## config.mk

```make
export PLATFORM = sky130hd
export DESIGN_NAME = stall_lfsr
export DESIGN_NICKNAME = d
export VERILOG_FILES = /design/src/sram_cfg_pkg.sv /design/src/stall_lfsr.sv
export SDC_FILE = /design/constraint.sdc
export NUM_CORES = 1
export LEC_CHECK = 0
export BUFFER_PORTS_ARGS = -buffer_cell sky130_fd_sc_hd__buf_2
export CORE_AREA = 2 2 39 41
export DETAILED_ROUTE_END_ITERATION = 10
export DIE_AREA = 0 0 41 43
export PLACE_DENSITY_LB_ADDON = 0.1
export SLEW_MARGIN = 15
export SYNTH_ARGS = -nofsm -noshare
export SYNTH_HDL_FRONTEND = slang
export SYNTH_SLANG_ARGS = --single-unit
```

## constraint.sdc

```tcl
create_clock -name clk -period 1.7 [get_ports clk]
set_input_delay 0.085 -clock clk [delete_from_list [all_inputs] [get_ports clk]]
set_output_delay 0.085 -clock clk [all_outputs]
set_load 0.005 [all_outputs]
```

## src/sram_cfg_pkg.sv

```systemverilog
`default_nettype none

package sram_cfg_pkg;

	localparam int mem_depth = 256;
	localparam int idx_w = $clog2(mem_depth);

	// response stall counts run from 0 to 7
	localparam int dly_w = 3;

	localparam logic [7:0] lfsr_seed = 8'h5a;
	// x^8 + x^6 + x^5 + x^4 + 1, right-shifting Galois form
	localparam logic [7:0] lfsr_taps = 8'hb8;

endpackage

`default_nettype wire

```

## src/stall_lfsr.sv

```systemverilog
`timescale 1ns/1ns
`default_nettype none

module stall_lfsr (
	input  wire logic       clk,
	input  wire logic       reset,
	output logic      [7:0] random
);

	logic [7:0] state;

	// the seed is nonzero, so the all-zero lock-up state is never reached
	always_ff @(posedge clk) begin
		if (reset) begin
			state <= sram_cfg_pkg::lfsr_seed;
		end else if (state[0]) begin
			state <= {1'b0, state[7:1]} ^ sram_cfg_pkg::lfsr_taps;
		end else begin
			state <= {1'b0, state[7:1]};
		end
	end

	assign random = state;

endmodule

`default_nettype wire

```

# Yosys cells after proc, flatten, opt, wreduce, memory -nomap -nowiden
# Index checks and enable logic that the tools add are counted.
word_totals:
  register_bits: 8
  output_inout_bits: 8
  word_cells: 6
classes:
  muxes: 1
  bitwise_logic: 2
  reduce_logical: 1
op_table:
  columns: ["op", "n"]
  rows:
  - ["$mux W6", 1]
  - ["$not A3 Y4", 1]
  - ["$reduce_or A2 Y1", 1]
  - ["$not A1 Y1", 1]

# Depth between registers and ports, before layout
# Gate-level depths: netlist of run 1.
logic_depth:
  ltp_word: 2
  depth_mapped: 2
  mapped_depth_nobuf: 2

# Least setup slack after synthesis of run 1
# Ideal clock, no wire load.
synth_path:
  kind: "register to register"
  start: "reg state[0], in the netlist random[0]"
  end: "reg state[3], in the netlist random[3]"
  setup_time_ns: 0.117
  arrival_ns: 0.595
  required_time_ns: 1.583
  slack_ns: 0.989
  path_stages_with_launch: 3
  path_buffers: 0
  synth_period_minus_slack_ns: 0.711
  cell_sequence: "dfxtp_1 -> xnor2_1 -> nand2b_1"
synth_via:
  elab_chain_len: 1
synth_lines:
  columns: ["item", "line", "source"]
  rows:
  - ["from (decl)", "stall_lfsr.sv:10", "logic [7:0] state;"]
  - ["from (signal assigned)", "stall_lfsr.sv:15", "state <= sram_cfg_pkg::lfsr_seed;"]
  - ["from (signal assigned)", "stall_lfsr.sv:17", "state <= {1'b0, state[7:1]} ^ sram_cfg_pkg::lfsr_taps;"]
  - ["from (signal assigned)", "stall_lfsr.sv:19", "state <= {1'b0, state[7:1]};"]
  - ["$mux W6", "stall_lfsr.sv:16", "end else if (state[0]) begin"]
# Every way passes these cells.
# A chain may end at the register's enable or synchronous reset.

# Final worst setup path of run 1
layout_path:
  start: "reg state[0], in the netlist random[0]"
  end: "out random[0]"
layout_lines:
  columns: ["item", "line", "source"]
  rows:
  - ["to (decl)", "stall_lfsr.sv:7", "output logic [7:0] random"]
# No word-level cell between the ends.

==> results of run 1 <==
-- layout by cell type (no fill, tap or decap) --
master	netlist	layout
xnor2_1	3	3
dfxtp_1	8	8
buf_2	0	9
clkbuf_4	0	3
or2_1	2	2
nor2b_1	3	3
nand2b_1	2	2
nor2_1	1	1
-- final cells by class --
class,instances,share of cell area [%]
sequential,8,49.8
multi-input combinational,11,23.0
timing repair buffer,9,14.0
clock buffer,3,7.00
tap,16,6.23
-- per-layer routing --
metal / up-vias / part of all wire, % / wire (um)
met5: - / 0 / 0
met2: 8 / 37 / 147
met3: 2 / 11 / 46
met4: 0 / 1.0 / 4
li1: 81 / - / -
met1: 69 / 51 / 204
-- path summary, 6_finish.rpt --
path / end / slack, ps
max reg2reg: random[3] / 960
max: random[0] / 810
min: random[5] / 90
min reg2reg: random[6] / 430
-- through the flow --
stage,setup slack (ps),power (W),instance area [um^2],hold WS (ps)
after floorplan,989,0.000240,234,157
after global placement,963,0.000264,299,357
after detailed placement,964,0.000263,299,358
after CTS,786,0.000407,322,91.9
after global routing,762,0.000423,322,104
final,809,0.000396,322,88.8
-- logic make-up after synthesis --
logic type    count (synthesis)  synth area share [%]
simple gates                  8                  20.3
xor+xnor                      3                  11.2
flops                         8                  68.4
-- power breakdown --
| group | switching (W) | leakage (nW) | internal [W] | total, W |
|---|---|---|---|---|
| clock network | 0.0000581 | 0.0138 | 0.0000804 | 0.000138 |
| registers | 0.0000103 | 0.0670 | 0.000206 | 0.000216 |
| logic | 0.0000163 | 0.0590 | 0.0000257 | 0.0000420 |
| total | 0.0000847 | 0.140 | 0.000312 | 0.000396 |
==> results_dict.tcl, run 1 <==
set metrics [dict create \
    maxCapViolCount 0 \
    setup_viol_count_final 0 \
    fp-row-count 14 \
    crit_slowest_cell "dfxtp_1" \
    via_per_inst 3.40 \
    grt_pass1_wl_um 634 \
    status "finished, final reports clean" \
    synth-seq-cells 8 \
    pin_count 10 \
    ant_nets 0 \
    wl_per_cell_um 8.55 \
    path_buf_inv 1 \
    cp.required_ps 1620 \
    multi_input_area_um2 73.8 \
    clockRootBuffer "clkbuf_4" \
    area_growth_pct 37.4 \
    drt_iter0_drc 0 \
    antenna_cells 0 \
    slowest_delay_ps 420 \
    grt_use_met3_pct 3.14 \
    path_cells "buf_2" \
    r2r.worst_path.cells 2 \
    grt_pass1_vias 159 \
    crit_cells 1 \
    ys.flop_type "dfxtp_1" \
    cp_top_family "flip-flops" \
    clkSlewWorstSetupHoldPaths_ps 50 \
    synthesis.nets 21 \
    clk_latency_ps 250 \
    routabilityCongestion 0.582 \
    grt_start_max_net_pins 9 \
    dp_hpwl_um 277 \
    slew_headroom_pct 86.8 \
    synth_top_area_share_pct 68.4 \
    dieWidth_um 41 \
    ctsResizeCount 0 \
    start_util_pct 16.9 \
    cts_buffers 3 \
    clock_sinks 8 \
    drc_errors 0 \
    die_h_um 43 \
    cp-start-kind "flip-flop" \
    dpl.cell_count 44 \
    cp_max_fo 5 \
    finalCriticalPeriod_ps 891 \
    ys_types 6 \
    timing.final.crit_share_pct 52.4 \
    hold_depth 2 \
    yosysMostFrequentCell "dfxtp_1" \
    postCtsSetupBuffers 0 \
    gr-usage-met1_pct 8.09 \
    synth.area.top_cells "dfxtp_1, xnor2_1, nor2b_1" \
    yosys_warnings 0 \
    vias 160 \
    use_met2_pct 5.63 \
    finalNonFillerCells 47 \
    syn_inst 19 \
    slew_viol_final 0 \
    drt_first_pass_iters 1 \
    crit_path_end_kind "output port" \
    worstHoldStart "reset" \
    nNetsFinal 35 \
    synth_edf_count 0 \
    rr_startpoint "random[0]" \
    min-delay-path-class "primary input to flip-flop" \
    cellLeakagePower_nw 0.140 \
    arrival_ps 810 \
    largest_register_ff_count 8 \
    p_per_area_mw_per_mm2 1230 \
    cts_tree "yes" \
    gr-total-overflow 0 \
    cts_hold_buf 0 \
    post-route-util_pct 23.2 \
    tns_ps 0 \
    core_mm2 0.00138 \
    synth_area_um2 234 \
    htreeDepth 1 \
    clockBufferDepth 2 \
    finalHoldViolations 0 \
    track_usage_pct 6.14 \
    seq_area_frac_synth_pct 68.4 \
    regArea_um2 160 \
    max_clock_freq_ghz 1.12 \
    synth_top_cell_by_area "dfxtp_1" \
    rsz0062_at_grt "no" \
    routed_wl_um 402 \
    grt_busiest_layer "met1" \
    fin_skew_ps 6.75 \
    syn_avg_cell_area_um2 12.3 \
    nFillCells 158 \
    final_layout_size_suffix_gt1_share_pct 38.7 \
    worstSetupPathType "flip-flop to output port" \
    yosys-top-cells-count "dfxtp_1, nor2b_1, xnor2_1" \
    startpoint "random[0]" \
    worstMarginPinSlew_ps 197 \
    async_reset_ff_share_pct 0 \
    max-vdd-ir-drop_mv 0.292 \
    antenna_found_initial 0 \
    portBuffers 9 \
    dieArea_mm2 0.00176 \
]
Power figures use the tool's default switching activity.
==> inputs of run 2 (changes only) <==
--- a/config.mk
+++ b/config.mk
@@ -5,6 +5,7 @@
 export SDC_FILE = /design/constraint.sdc
 export NUM_CORES = 1
 export LEC_CHECK = 0
+export ABC_AREA = 1
 export BUFFER_PORTS_ARGS = -buffer_cell sky130_fd_sc_hd__buf_2
 export CORE_AREA = 2 2 39 41
 export DETAILED_ROUTE_END_ITERATION = 10
==> constraint.sdc (replaced) <==
create_clock -name clk -period 0.8 [get_ports clk]
set_input_delay 0.04 -clock clk [delete_from_list [all_inputs] [get_ports clk]]
set_output_delay 0.04 -clock clk [all_outputs]
set_load 0.005 [all_outputs]
==> run 2 against run 1 <==
Net effect:
- routed wire length rose by 13%
- combinational power rose by 91%
- area after synthesis rose by 5.9%
- power rose by 110%
- core utilization rose by 1.8 points
- clock skew fell by 3.7 ps
- hold slack got worse by 72 ps
- via count rose by 28%
- critical path type unchanged
- critical endpoint unchanged
- largest cell class unchanged
- largest power group unchanged
==> results_dict.tcl, run 2 <==
set metrics [dict create \
    status "finished, final reports clean" \
    yosysMostFrequentCell "dfxtp_1" \
    ys.flop_type "dfxtp_1" \
    vias 204 \
    drc_errors 0 \
    setup_viol_count_final 0 \
    syn_avg_cell_area_um2 8.54 \
    fp-row-count 14 \
    clock_sinks 8 \
    cp-start-kind "flip-flop" \
    slew_headroom_pct 90.3 \
    core_mm2 0.00138 \
    clockRootBuffer "clkbuf_4" \
    rsz0062_at_grt "no" \
    start_util_pct 17.9 \
    tns_ps 0 \
    clockBufferDepth 2 \
    synth_area_um2 248 \
    path_cells "buf_6" \
    crit_slowest_cell "dfxtp_4" \
    portBuffers 9 \
    finalHoldViolations 0 \
    via_per_inst 3.58 \
    wl_per_cell_um 7.95 \
    grt_start_max_net_pins 7 \
    clkSlewWorstSetupHoldPaths_ps 50 \
    slew_viol_final 0 \
    final_layout_size_suffix_gt1_share_pct 36.6 \
    routed_wl_um 453 \
    dieWidth_um 41 \
    cts_hold_buf 0 \
    fin_skew_ps 3.00 \
    cts_tree "yes" \
    cp_max_fo 6 \
    clk_latency_ps 250 \
    cp_top_family "flip-flops" \
    max-vdd-ir-drop_mv 0.551 \
    worstMarginPinSlew_ps 143 \
    final_common_cell "buf_2" \
    path_buf_inv 1 \
    timing.final.crit_share_pct 94.3 \
    post-route-util_pct 25.0 \
    async_reset_ff_share_pct 0 \
    yosys_warnings 0 \
    area_growth_pct 39.9 \
    synth-seq-cells 8 \
    syn_inst 29 \
    power_w 0.000831 \
    worstSetupPathType "flip-flop to output port" \
    max_clock_freq_ghz 1.33 \
    whs_ps 17.2 \
    dp_hpwl_um 348 \
    die_h_um 43 \
    synthesis.nets 31 \
    synth_edf_count 0 \
    grt_pass1_wl_um 676 \
    dieArea_mm2 0.00176 \
    gr-total-overflow 0 \
    synth_top_area_share_pct 64.6 \
    finalCriticalPeriod_ps 754 \
    p_per_area_mw_per_mm2 2400 \
    ant_nets 0 \
    drt_iter0_drc 3 \
    cp.required_ps 760 \
    cts_buffers 3 \
    grt_pass1_vias 168 \
    min-delay-path-class "primary input to flip-flop" \
    antenna_found_initial 0 \
    htreeDepth 1 \
    synth_top_cell_by_area "dfxtp_1" \
    crit_path_end_kind "output port" \
    pin_count 10 \
    antenna_cells 0 \
    ys_types 8 \
    cellLeakagePower_nw 0.189 \
    track_usage_pct 6.95 \
    synth.area.top_cells "dfxtp_1, inv_1, nand2_1" \
    slowest_delay_ps 360 \
    yosys-top-cells-count "dfxtp_1, inv_1, nand2_1" \
    arrival_ps 710 \
    nNetsFinal 45 \
    seq_area_frac_synth_pct 64.6 \
    largest_register_ff_count 8 \
    routabilityCongestion 0.617 \
    final_cell_mix "buf_2, inv_1, dfxtp_1" \
    maxCapViolCount 0 \
    drt_first_pass_iters 4 \
]
-- run 2: cell count changes after synthesis, moves of 2 or more --
cell	change
nand3_1	+2
nand2_1	+5
nor2b_1	-3
nand2b_1	-2
nor2_1	+3
xnor2_1	-3
inv_1	+6
-- run 2: kinds of logic (layout without fill, tap and decap cells) --
kind of cell	count (synthesis)	in the layout	share of synthesized area, %
compound gates	1	1	2.02
buf+inv	7	19	10.6
flops	8	8	64.6
simple gates	13	13	22.7
-- run 2: worst paths after layout --
check,from,to,slack [ps],cells after the start
worst max-delay path,random[0],random[0],50,1
worst min-delay path,reset,random[0],20,2
worst max register to register,random[0],random[5],120,2
worst min register to register,random[1],random[0],420,2
-- run 2: where the power goes --
part	total [W]	switching, W	internal, W
logic	0.0000803	0.0000377	0.0000426
clock network	0.000297	0.000126	0.000171
registers	0.000453	0.0000214	0.000432
total	0.000831	0.000185	0.000646
-- run 2: cell type report --
| type | instances | area (um^2) |
|---|---|---|
| tap | 16 | 20.0 |
| inverter | 7 | 26.3 |
| timing repair buffer | 9 | 51.3 |
| clock buffer | 3 | 22.5 |
| multi-input combinational | 14 | 61.3 |
| fill | 164 | 1040 |
| sequential | 8 | 165 |
-- run 2: through the flow --
step | cells | worst slack, ps | instance area (um^2)
4_1_cts | 57 | 6.98 | 337
3_5_place_dp | 54 | 66.3 | 313
5_1_grt | 57 | 0.456 | 347
6_report | 57 | 45.9 | 347
2_1_floorplan | 29 | 112 | 248
3_3_place_gp | 54 | 68.2 | 313
-- run 2: per-layer routing --
layer | GRT usage [%] | wire length (um)
met4 | 8.00 | 0
met3 | 6.28 | 52
met2 | 6.56 | 189
met5 | 0 | 0
met1 | 7.79 | 211
-- run 2: what timing repair did --
item,4_1_cts,5_1_grt
gates resized for setup,1,3
pin swaps,0,0
endpoints found under the setup margin,1,2
setup buffers,0,0
