[src/axi_lite_pkg.sv]
`default_nettype none

package axi_lite_pkg;

	localparam int addr_w = 32;
	localparam int data_w = 32;
	localparam int strb_w = data_w / 8;

	// low address bits that select a byte inside one data word
	localparam int addr_lsb = $clog2(strb_w);

	typedef enum logic [1:0] {
		resp_okay   = 2'd0,
		resp_slverr = 2'd2
	} resp_t;

endpackage

`default_nettype wire

[src/sram_cfg_pkg.sv]
`default_nettype none

package sram_cfg_pkg;

	localparam int mem_depth = 256;
	localparam int idx_w = $clog2(mem_depth);

	// response stall counts run from 0 to 7
	localparam int dly_w = 3;

	localparam logic [7:0] lfsr_seed = 8'h5a;
	// x^8 + x^6 + x^5 + x^4 + 1, right-shifting Galois form
	localparam logic [7:0] lfsr_taps = 8'hb8;

endpackage

`default_nettype wire

[src/resp_delay.sv]
`timescale 1ns/1ns
`default_nettype none

module resp_delay (
	input  wire logic                           clk,
	input  wire logic                           reset,
	input  wire logic                           level_in,
	input  wire logic [sram_cfg_pkg::dly_w-1:0] count,
	output logic                                level_out
);

	logic [sram_cfg_pkg::dly_w-1:0] cnt;
	logic                           done;

	// keep sampling a fresh count while idle, so each response gets its own stall
	always_ff @(posedge clk) begin
		if (reset) begin
			cnt  <= '0;
			done <= 1'b0;
		end else if (!level_in) begin
			cnt  <= count;
			done <= 1'b0;
		end else if (cnt == '0) begin
			done <= 1'b1;
		end else begin
			cnt <= cnt - 1'b1;
		end
	end

	// falls in the same cycle as the input, which lets pending and valid drop together
	assign level_out = level_in & done;

endmodule

`default_nettype wire

[src/sram.sv]
`timescale 1ns/1ns
`default_nettype none

module sram (
	input  wire logic                                   clk,
	input  wire logic                                   reset,

	input  wire logic [axi_lite_pkg::addr_w-1:0]        araddr,
	input  wire logic                                   arvalid,
	output logic                                        arready,

	output logic      [axi_lite_pkg::data_w-1:0]        rdata,
	output axi_lite_pkg::resp_t                         rresp,
	output logic                                        rvalid,
	input  wire logic                                   rready,

	input  wire logic [axi_lite_pkg::addr_w-1:0]        awaddr,
	input  wire logic                                   awvalid,
	output logic                                        awready,

	input  wire logic [axi_lite_pkg::data_w-1:0]        wdata,
	input  wire logic [axi_lite_pkg::strb_w-1:0]        wstrb,
	input  wire logic                                   wvalid,
	output logic                                        wready,

	output axi_lite_pkg::resp_t                         bresp,
	output logic                                        bvalid,
	input  wire logic                                   bready,

	input  wire logic [7:0]                             random,

	output logic      [sram_cfg_pkg::idx_w-1:0]         mem_rd_idx,
	input  wire logic [axi_lite_pkg::data_w-1:0]        mem_rd_data,
	output logic                                        mem_wr_en,
	output logic      [sram_cfg_pkg::idx_w-1:0]         mem_wr_idx,
	output logic      [axi_lite_pkg::data_w-1:0]        mem_wr_data,
	output logic      [axi_lite_pkg::strb_w-1:0]        mem_wr_strb
);

	localparam int lsb = axi_lite_pkg::addr_lsb;

	logic ar_pending;
	logic aw_pending;
	logic w_pending;
	logic ar_in_range;
	logic aw_in_range;

	logic [axi_lite_pkg::addr_w-1:0] stored_awaddr;
	logic [axi_lite_pkg::data_w-1:0] stored_wdata;
	logic [axi_lite_pkg::strb_w-1:0] stored_wstrb;

	// an address is valid when its word index falls below the configured depth
	assign ar_in_range = araddr[axi_lite_pkg::addr_w-1:lsb] < sram_cfg_pkg::mem_depth;
	assign aw_in_range = stored_awaddr[axi_lite_pkg::addr_w-1:lsb] < sram_cfg_pkg::mem_depth;

	assign mem_rd_idx = araddr[sram_cfg_pkg::idx_w+lsb-1:lsb];

	always_ff @(posedge clk) begin
		if (reset) begin
			rdata <= '0;
			rresp <= axi_lite_pkg::resp_okay;
		end else if (arvalid && arready) begin
			rdata <= ar_in_range ? mem_rd_data : '0;
			rresp <= ar_in_range ? axi_lite_pkg::resp_okay : axi_lite_pkg::resp_slverr;
		end
	end

	// read side holds one transaction from the AR handshake to the R handshake
	always_ff @(posedge clk) begin
		if (reset) begin
			ar_pending <= 1'b0;
			arready    <= 1'b1;
		end else begin
			ar_pending <= (!ar_pending && arvalid && arready) ||
				(ar_pending && !(rvalid && rready));
			arready    <= (!arready && rvalid && rready) || (arready && !arvalid);
		end
	end

	resp_delay rvalid_delay (
		.clk       (clk),
		.reset     (reset),
		.level_in  (ar_pending),
		.count     (random[3:1]),
		.level_out (rvalid)
	);

	always_ff @(posedge clk) begin
		if (reset) begin
			aw_pending <= 1'b0;
			awready    <= 1'b1;
			w_pending  <= 1'b0;
			wready     <= 1'b1;
		end else begin
			aw_pending <= (!aw_pending && awvalid && awready) ||
				(aw_pending && !(bvalid && bready));
			awready    <= (bvalid && bready) || (awready && !awvalid);
			w_pending  <= (!w_pending && wvalid && wready) ||
				(w_pending && !(bvalid && bready));
			wready     <= (bvalid && bready) || (wready && !wvalid);
		end
	end

	always_ff @(posedge clk) begin
		if (awvalid && awready) begin
			stored_awaddr <= awaddr;
		end
		if (wvalid && wready) begin
			stored_wdata <= wdata;
			stored_wstrb <= wstrb;
		end
	end

	// the response stall only starts once address and data have both arrived
	resp_delay bvalid_delay (
		.clk       (clk),
		.reset     (reset),
		.level_in  (aw_pending && w_pending),
		.count     (random[2:0]),
		.level_out (bvalid)
	);

	assign bresp = aw_in_range ? axi_lite_pkg::resp_okay : axi_lite_pkg::resp_slverr;

	// memory is written in the B handshake cycle, never for an out-of-range address
	assign mem_wr_en   = bvalid && bready && aw_in_range;
	assign mem_wr_idx  = stored_awaddr[sram_cfg_pkg::idx_w+lsb-1:lsb];
	assign mem_wr_data = stored_wdata;
	assign mem_wr_strb = stored_wstrb;

endmodule

`default_nettype wire

[config.mk]
export PLATFORM = sky130hd
export DESIGN_NAME = sram
export DESIGN_NICKNAME = d
export VERILOG_FILES = /design/src/axi_lite_pkg.sv /design/src/sram_cfg_pkg.sv /design/src/resp_delay.sv /design/src/sram.sv
export SDC_FILE = /design/constraint.sdc
export NUM_CORES = 1
export LEC_CHECK = 0
export BUFFER_PORTS_ARGS = -buffer_cell sky130_fd_sc_hd__buf_2
export CAP_MARGIN = 20
export CORE_ASPECT_RATIO = 1.5
export CORE_MARGIN = 5
export CORE_UTILIZATION = 46
export CTS_CLUSTER_DIAMETER = 120
export DETAILED_ROUTE_END_ITERATION = 8
export HOLD_SLACK_MARGIN = 0.12
export PLACE_DENSITY_LB_ADDON = 0.3
export SYNTH_ARGS = -nofsm -noshare
export SYNTH_HDL_FRONTEND = slang
export SYNTH_SLANG_ARGS = --single-unit
[constraint.sdc]
create_clock -name clk -period 4.6 [get_ports clk]
set_input_delay 0.23 -clock clk [delete_from_list [all_inputs] [get_ports clk]]
set_output_delay 0.23 -clock clk [all_outputs]
set_load 0.005 [all_outputs]
# == Word level (Yosys, flattened, before mapping) ==
# Index checks and enable logic that the tools add are counted.
# W data, S select, Z words.
# op_classes
magnitude_cmp,2
mux,7
n_addsub,2
eq_ne,2
n_reduce_logical,40
bitwise_logic,4
# op_table
operator,n
$lt A30 B9 Y1 const B,2
$mux W32,1
$logic_and A1 B1 Y1,21
$mux W3,4
$logic_not A1 Y1,9
$logic_not A3 Y1,2
$logic_or A1 B1 Y1,6
$sub A3 B1 Y3 const B,2
$mux W2,2
$ne A2 B2 Y1 const B,2
$reduce_or A2 Y1,2
$and A1 B1 Y1,2
$not A1 Y1,2
# word_totals
input_bits,147
regBits,116
word_cells,72
out_inout_bits,94

# == Depth between registers and ports, before layout ==
# depth
word_depth,6
depth_mapped,6
depth_no_buf,6

# == Modules after synthesis ==
# From an unflattened synthesis, not the netlist that was laid out.
# hier_totals
cells_unflattened,324
hier_area_um2,4418.0
# modules_own_cells
mod,area_each_um2,n_inst,cells_each
sram,3975.1,1,272
resp_delay,221.5,2,26

# == Worst setup path after synthesis ==
# OpenSTA, ideal clock, no wires.
# synth_timing
kind,register to output
from,register stored_awaddr[21] (netlist bit)
to,output port mem_wr_en
path_slack_ps,2909
stages_incl_launch_ff,4
path_buffers,0
arrival_time_ps,1461
path_cell_list,edfxtp_1 -> or4_1 -> or4_4 -> nor2_1
# synth_via
elab_chain_len,2
# synth_lines
item,line_no,source
"start, declared",sram.sv:48,logic [axi_lite_pkg::addr_w-1:0] stored_awaddr;
"start signal, assigned",sram.sv:106,stored_awaddr <= awaddr;
$lt A30 B9 Y1,sram.sv:54,assign aw_in_range = stored_awaddr[axi_lite_pkg::addr_w-1:lsb] < sram_cfg_pkg::mem_depth;
$logic_and A1 B1 Y1,sram.sv:126,assign mem_wr_en = bvalid && bready && aw_in_range;
"end, declared",sram.sv:34,"output logic mem_wr_en,"
# Every way passes these cells.

# == Worst setup path after layout ==
# Ends and elaborated chain as after synthesis.

==> flow_summary.json <==
{
  "status": "finished clean",
  "regToRegSetupSlack_ns": 3.15,
  "p_sw_uw": 536,
  "min_period_over_period_pct": 50.0,
  "intPower_mw": 2.10,
  "clock-sinks": 113,
  "setup_tns_ns": 0,
  "synth_edf_count": 66,
  "worstHoldPathCells": 3,
  "hold_violations": 0,
  "drcViolationCount": 0,
  "ioPinCount": 241,
  "drtIter0Drc": 113,
  "cp_num_buf_inv": 1,
  "cpLargestDelayFamily": "simple AND/OR/NAND/NOR gates",
  "cp-end-kind": "output port",
  "core_area_sq_mm": 0.00831,
  "cts_root_buf": "clkbuf_16",
  "syn_area_sq_mm": 0.00385,
  "grt_max_degree": 37,
  "postRouteAntennaNets": 0,
  "rr_startpoint": "arready",
  "area_growth_pct": 71.0,
  "ys_types": 29,
  "netlist_top_cells_count": "edfxtp_1 (66), dfxtp_1 (47), a22o_1 (32), buf_4 (18), nor2_1 (10)",
  "hold_class": "primary input to register",
  "cp_data_required_time_ns": 4.37,
  "setup_violations": 0,
  "fmax_mhz": 435,
  "max_cap_viol_count": 0,
  "synthCells": 249,
  "avgRoutedWirePerCell_um": 18.0,
  "reg2reg_to": "rdata[21]",
  "cts.reportedPaths.clkPinSlew_ns": 0.05,
  "cts_made_buffers": 17,
  "synthFlopType": "edfxtp_1",
  "critPathMaxStageDelay_ns": 0.56,
  "fin_worst_skew_ns": 0.00735,
  "die_y_um": 122,
  "cts_buffer_depth": 2,
  "crit_chain": "or4_1 -> or4_4 -> nor2_1 -> buf_2",
  "fin_crit_ns": 2.30,
  "p_leak_nw": 2.93,
  "pwr-share-clk_pct": 48.1,
  "rsz0062_at_grt": "no",
  "gp_congestion": 0.765,
  "synth_seq_cells": 113,
  "track_usage_pct": 24.1,
  "async_flop_share_pct": 0,
  "initial_core_util_pct": 46.4,
  "vias_per_cell": 4.88,
  "cp.arrival_ns": 2.07,
  "clk_latency_ns": 0.40,
  "post_synth.cell_area_avg_sq_um": 15.5,
  "h-tree-depth": 4,
  "place_hpwl_mm": 7.05,
  "die_w_um": 84.7,
  "yosysSeqAreaShare_pct": 75.9,
  "cpMaxStageDelayCell": "or4_1",
  "grt_pass1_vias": 3635,
  "drt_wl_total_mm": 12.4,
  "synth.area.top_cells": "edfxtp_1 (51%), dfxtp_1 (24%), a22o_1 (7.3%)",
  "seqPwrFrac_pct": 43.3,
  "hold_slack_ns": 0.163,
  "rr_worst_depth": 4,
  "ir_drop_mv": 0.382,
  "synth_top_area_share_pct": 51.4,
  "post-cts-setup-buffers": 0,
  "num_vias": 3361,
  "yosys_warnings": 0,
  "critPathLaunchType": "register",
  "hp-start": "bready",
  "drv_slew": 0,
  "fin_nets": 717,
  "combPwrFrac_pct": 8.6,
  "drive_above_1_share_pct": 42.7,
  "path_class": "register to output port",
  "yosysTopAreaCell": "edfxtp_1",
  "switching_share_pct": 20.4,
  "power_density_mw_per_mm2": 400,
  "grt_overflow": 0,
  "path_max_fanout": 2,
  "dr.pass1.iters": 4,
  "synthMostInstantiatedCell": "edfxtp_1",
  "grt_pass1_wl_mm": 18.8,
  "rows": 41,
  "hold_end": "awready",
  "die-area_sq_mm": 0.0103,
  "io_buffers": 214,
  "cts_tree": "built",
  "antenna_found_initial": 3,
  "cts_resized": 0
}
-- area by class of cell --
cell class / count / area [sq um]
clock buffers: 20 / 437
clock inverters: 12 / 141
diodes: 3 / 7.51
well taps: 107 / 134
multi-input cells: 105 / 752
flip-flops and latches: 113 / 2920
inverters: 6 / 22.5
fillers: 475 / 1720
repair buffers: 323 / 2170
-- placed cells by master, fill, tap and decap left out, drive strengths merged --
| cell | Yosys | final |
|---|---|---|
| ha | 4 | 4 |
| inv | 6 | 6 |
| clkinv | 0 | 6 |
| nor4 | 9 | 9 |
| bufinv | 0 | 3 |
| nor3 | 5 | 5 |
| and2 | 4 | 4 |
| conb | 1 | 2 |
| mux2i | 4 | 4 |
| nor3b | 2 | 2 |
| diode | 0 | 3 |
| a22o | 32 | 32 |
| clkbuf | 5 | 21 |
| a211oi | 2 | 2 |
| or4 | 2 | 2 |
| and3 | 1 | 1 |
| buf | 21 | 217 |
| nand4 | 3 | 3 |
| nor2 | 10 | 10 |
| o21ai | 2 | 2 |
| a211o | 1 | 1 |
| edfxtp | 66 | 66 |
| a21oi | 8 | 8 |
| dlygate4sd3 | 0 | 105 |
| or2 | 1 | 1 |
| nor2b | 4 | 4 |
| clkinvlp | 0 | 3 |
| xnor2 | 2 | 2 |
| nand2 | 5 | 5 |
| dfxtp | 47 | 47 |
| o21a | 2 | 2 |
-- power groups by stage --
stage	Clock [mW]	Sequential, mW	Combinational, mW
after global routing	1.34	1.14	0.245
after CTS	1.28	1.14	0.220
final	1.27	1.14	0.226
after floorplan	0	1.16	0.0639
after detailed placement	0	1.16	0.148
after global placement	0	1.15	0.143
-- cells by family (layout without fill, tap and decap cells) --
group                      after synthesis  in the layout  share of synthesized area (%)
DFF                                    113            113                           75.9
muxes                                    4              4                           1.04
buffers and inverters                   32            361                           4.97
xor gates and xnor gates                 2              2                          0.455
other                                    1              5                         0.0973
adders and majority gates                4              4                           1.30
AOI/OAI and AO/OA                       47             47                           9.58
and+or+nand+nor                         46             46                           6.69
-- how the worst max path moves through the flow --
stage / start / end / slack, ns / cells past startpoint
after detailed placement: araddr[25] / rdata[17] / 2.39 / 5
final: stored_awaddr[21] / mem_wr_en / 2.30 / 4
after floorplan: stored_awaddr[21] / mem_wr_en / 2.91 / 3
after global routing: stored_awaddr[18] / mem_wr_en / 2.22 / 4
after global placement: araddr[25] / rdata[16] / 2.44 / 5
after CTS: stored_awaddr[21] / mem_wr_en / 2.31 / 4
-- sequential cells by signal (all words and copies together), names as in the netlist, 3 cells and up --
| register | count |
|---|---|
| rdata | 32 |
| mem_wr_strb | 4 |
| mem_wr_data | 32 |
| stored_awaddr | 30 |
| rvalid_delay.cnt | 3 |
| bvalid_delay.cnt | 3 |
-- what timing repair did --
item	in CTS	in global routing
hold buffers	105	0
hold endpoints to repair	107	0
setup endpoints to repair	0	0
-- per-layer routing --
metal | GRT usage (%) | share of wire [%]
met5 | 0 | 0
met4 | 10.1 | 2.4
met3 | 10.1 | 10
met2 | 43.3 | 53
met1 | 24.2 | 35
-- metrics by stage --
| step | std cells | total power [mW] | setup WS (ns) | util (%) | area [sq um] |
|---|---|---|---|---|---|
| after floorplan | 250 | 1.22 | 2.91 | - | 3860 |
| after global routing | 689 | 2.73 | 2.22 | 79.3 | 6590 |
| final | 689 | 2.63 | 2.30 | 79.3 | 6590 |
| after CTS | 685 | 2.64 | 2.31 | 78.9 | 6550 |
| after global placement | 548 | 1.30 | 2.44 | 59.3 | 4920 |
| after detailed placement | 548 | 1.30 | 2.39 | 59.3 | 4920 |
-- worst reg2reg max path: cells and delay by family (launching register included) --
| family | cells | cell delay [ns] |
|---|---|---|
| AO/OA/AOI/OAI | 1 | 0.19 |
| buffers and inverters | 1 | 0.25 |
| flip-flops | 1 | 0.46 |
| AND/OR/NAND/NOR | 2 | 0.50 |
Note: power is estimated with default switching activity, not from simulation.
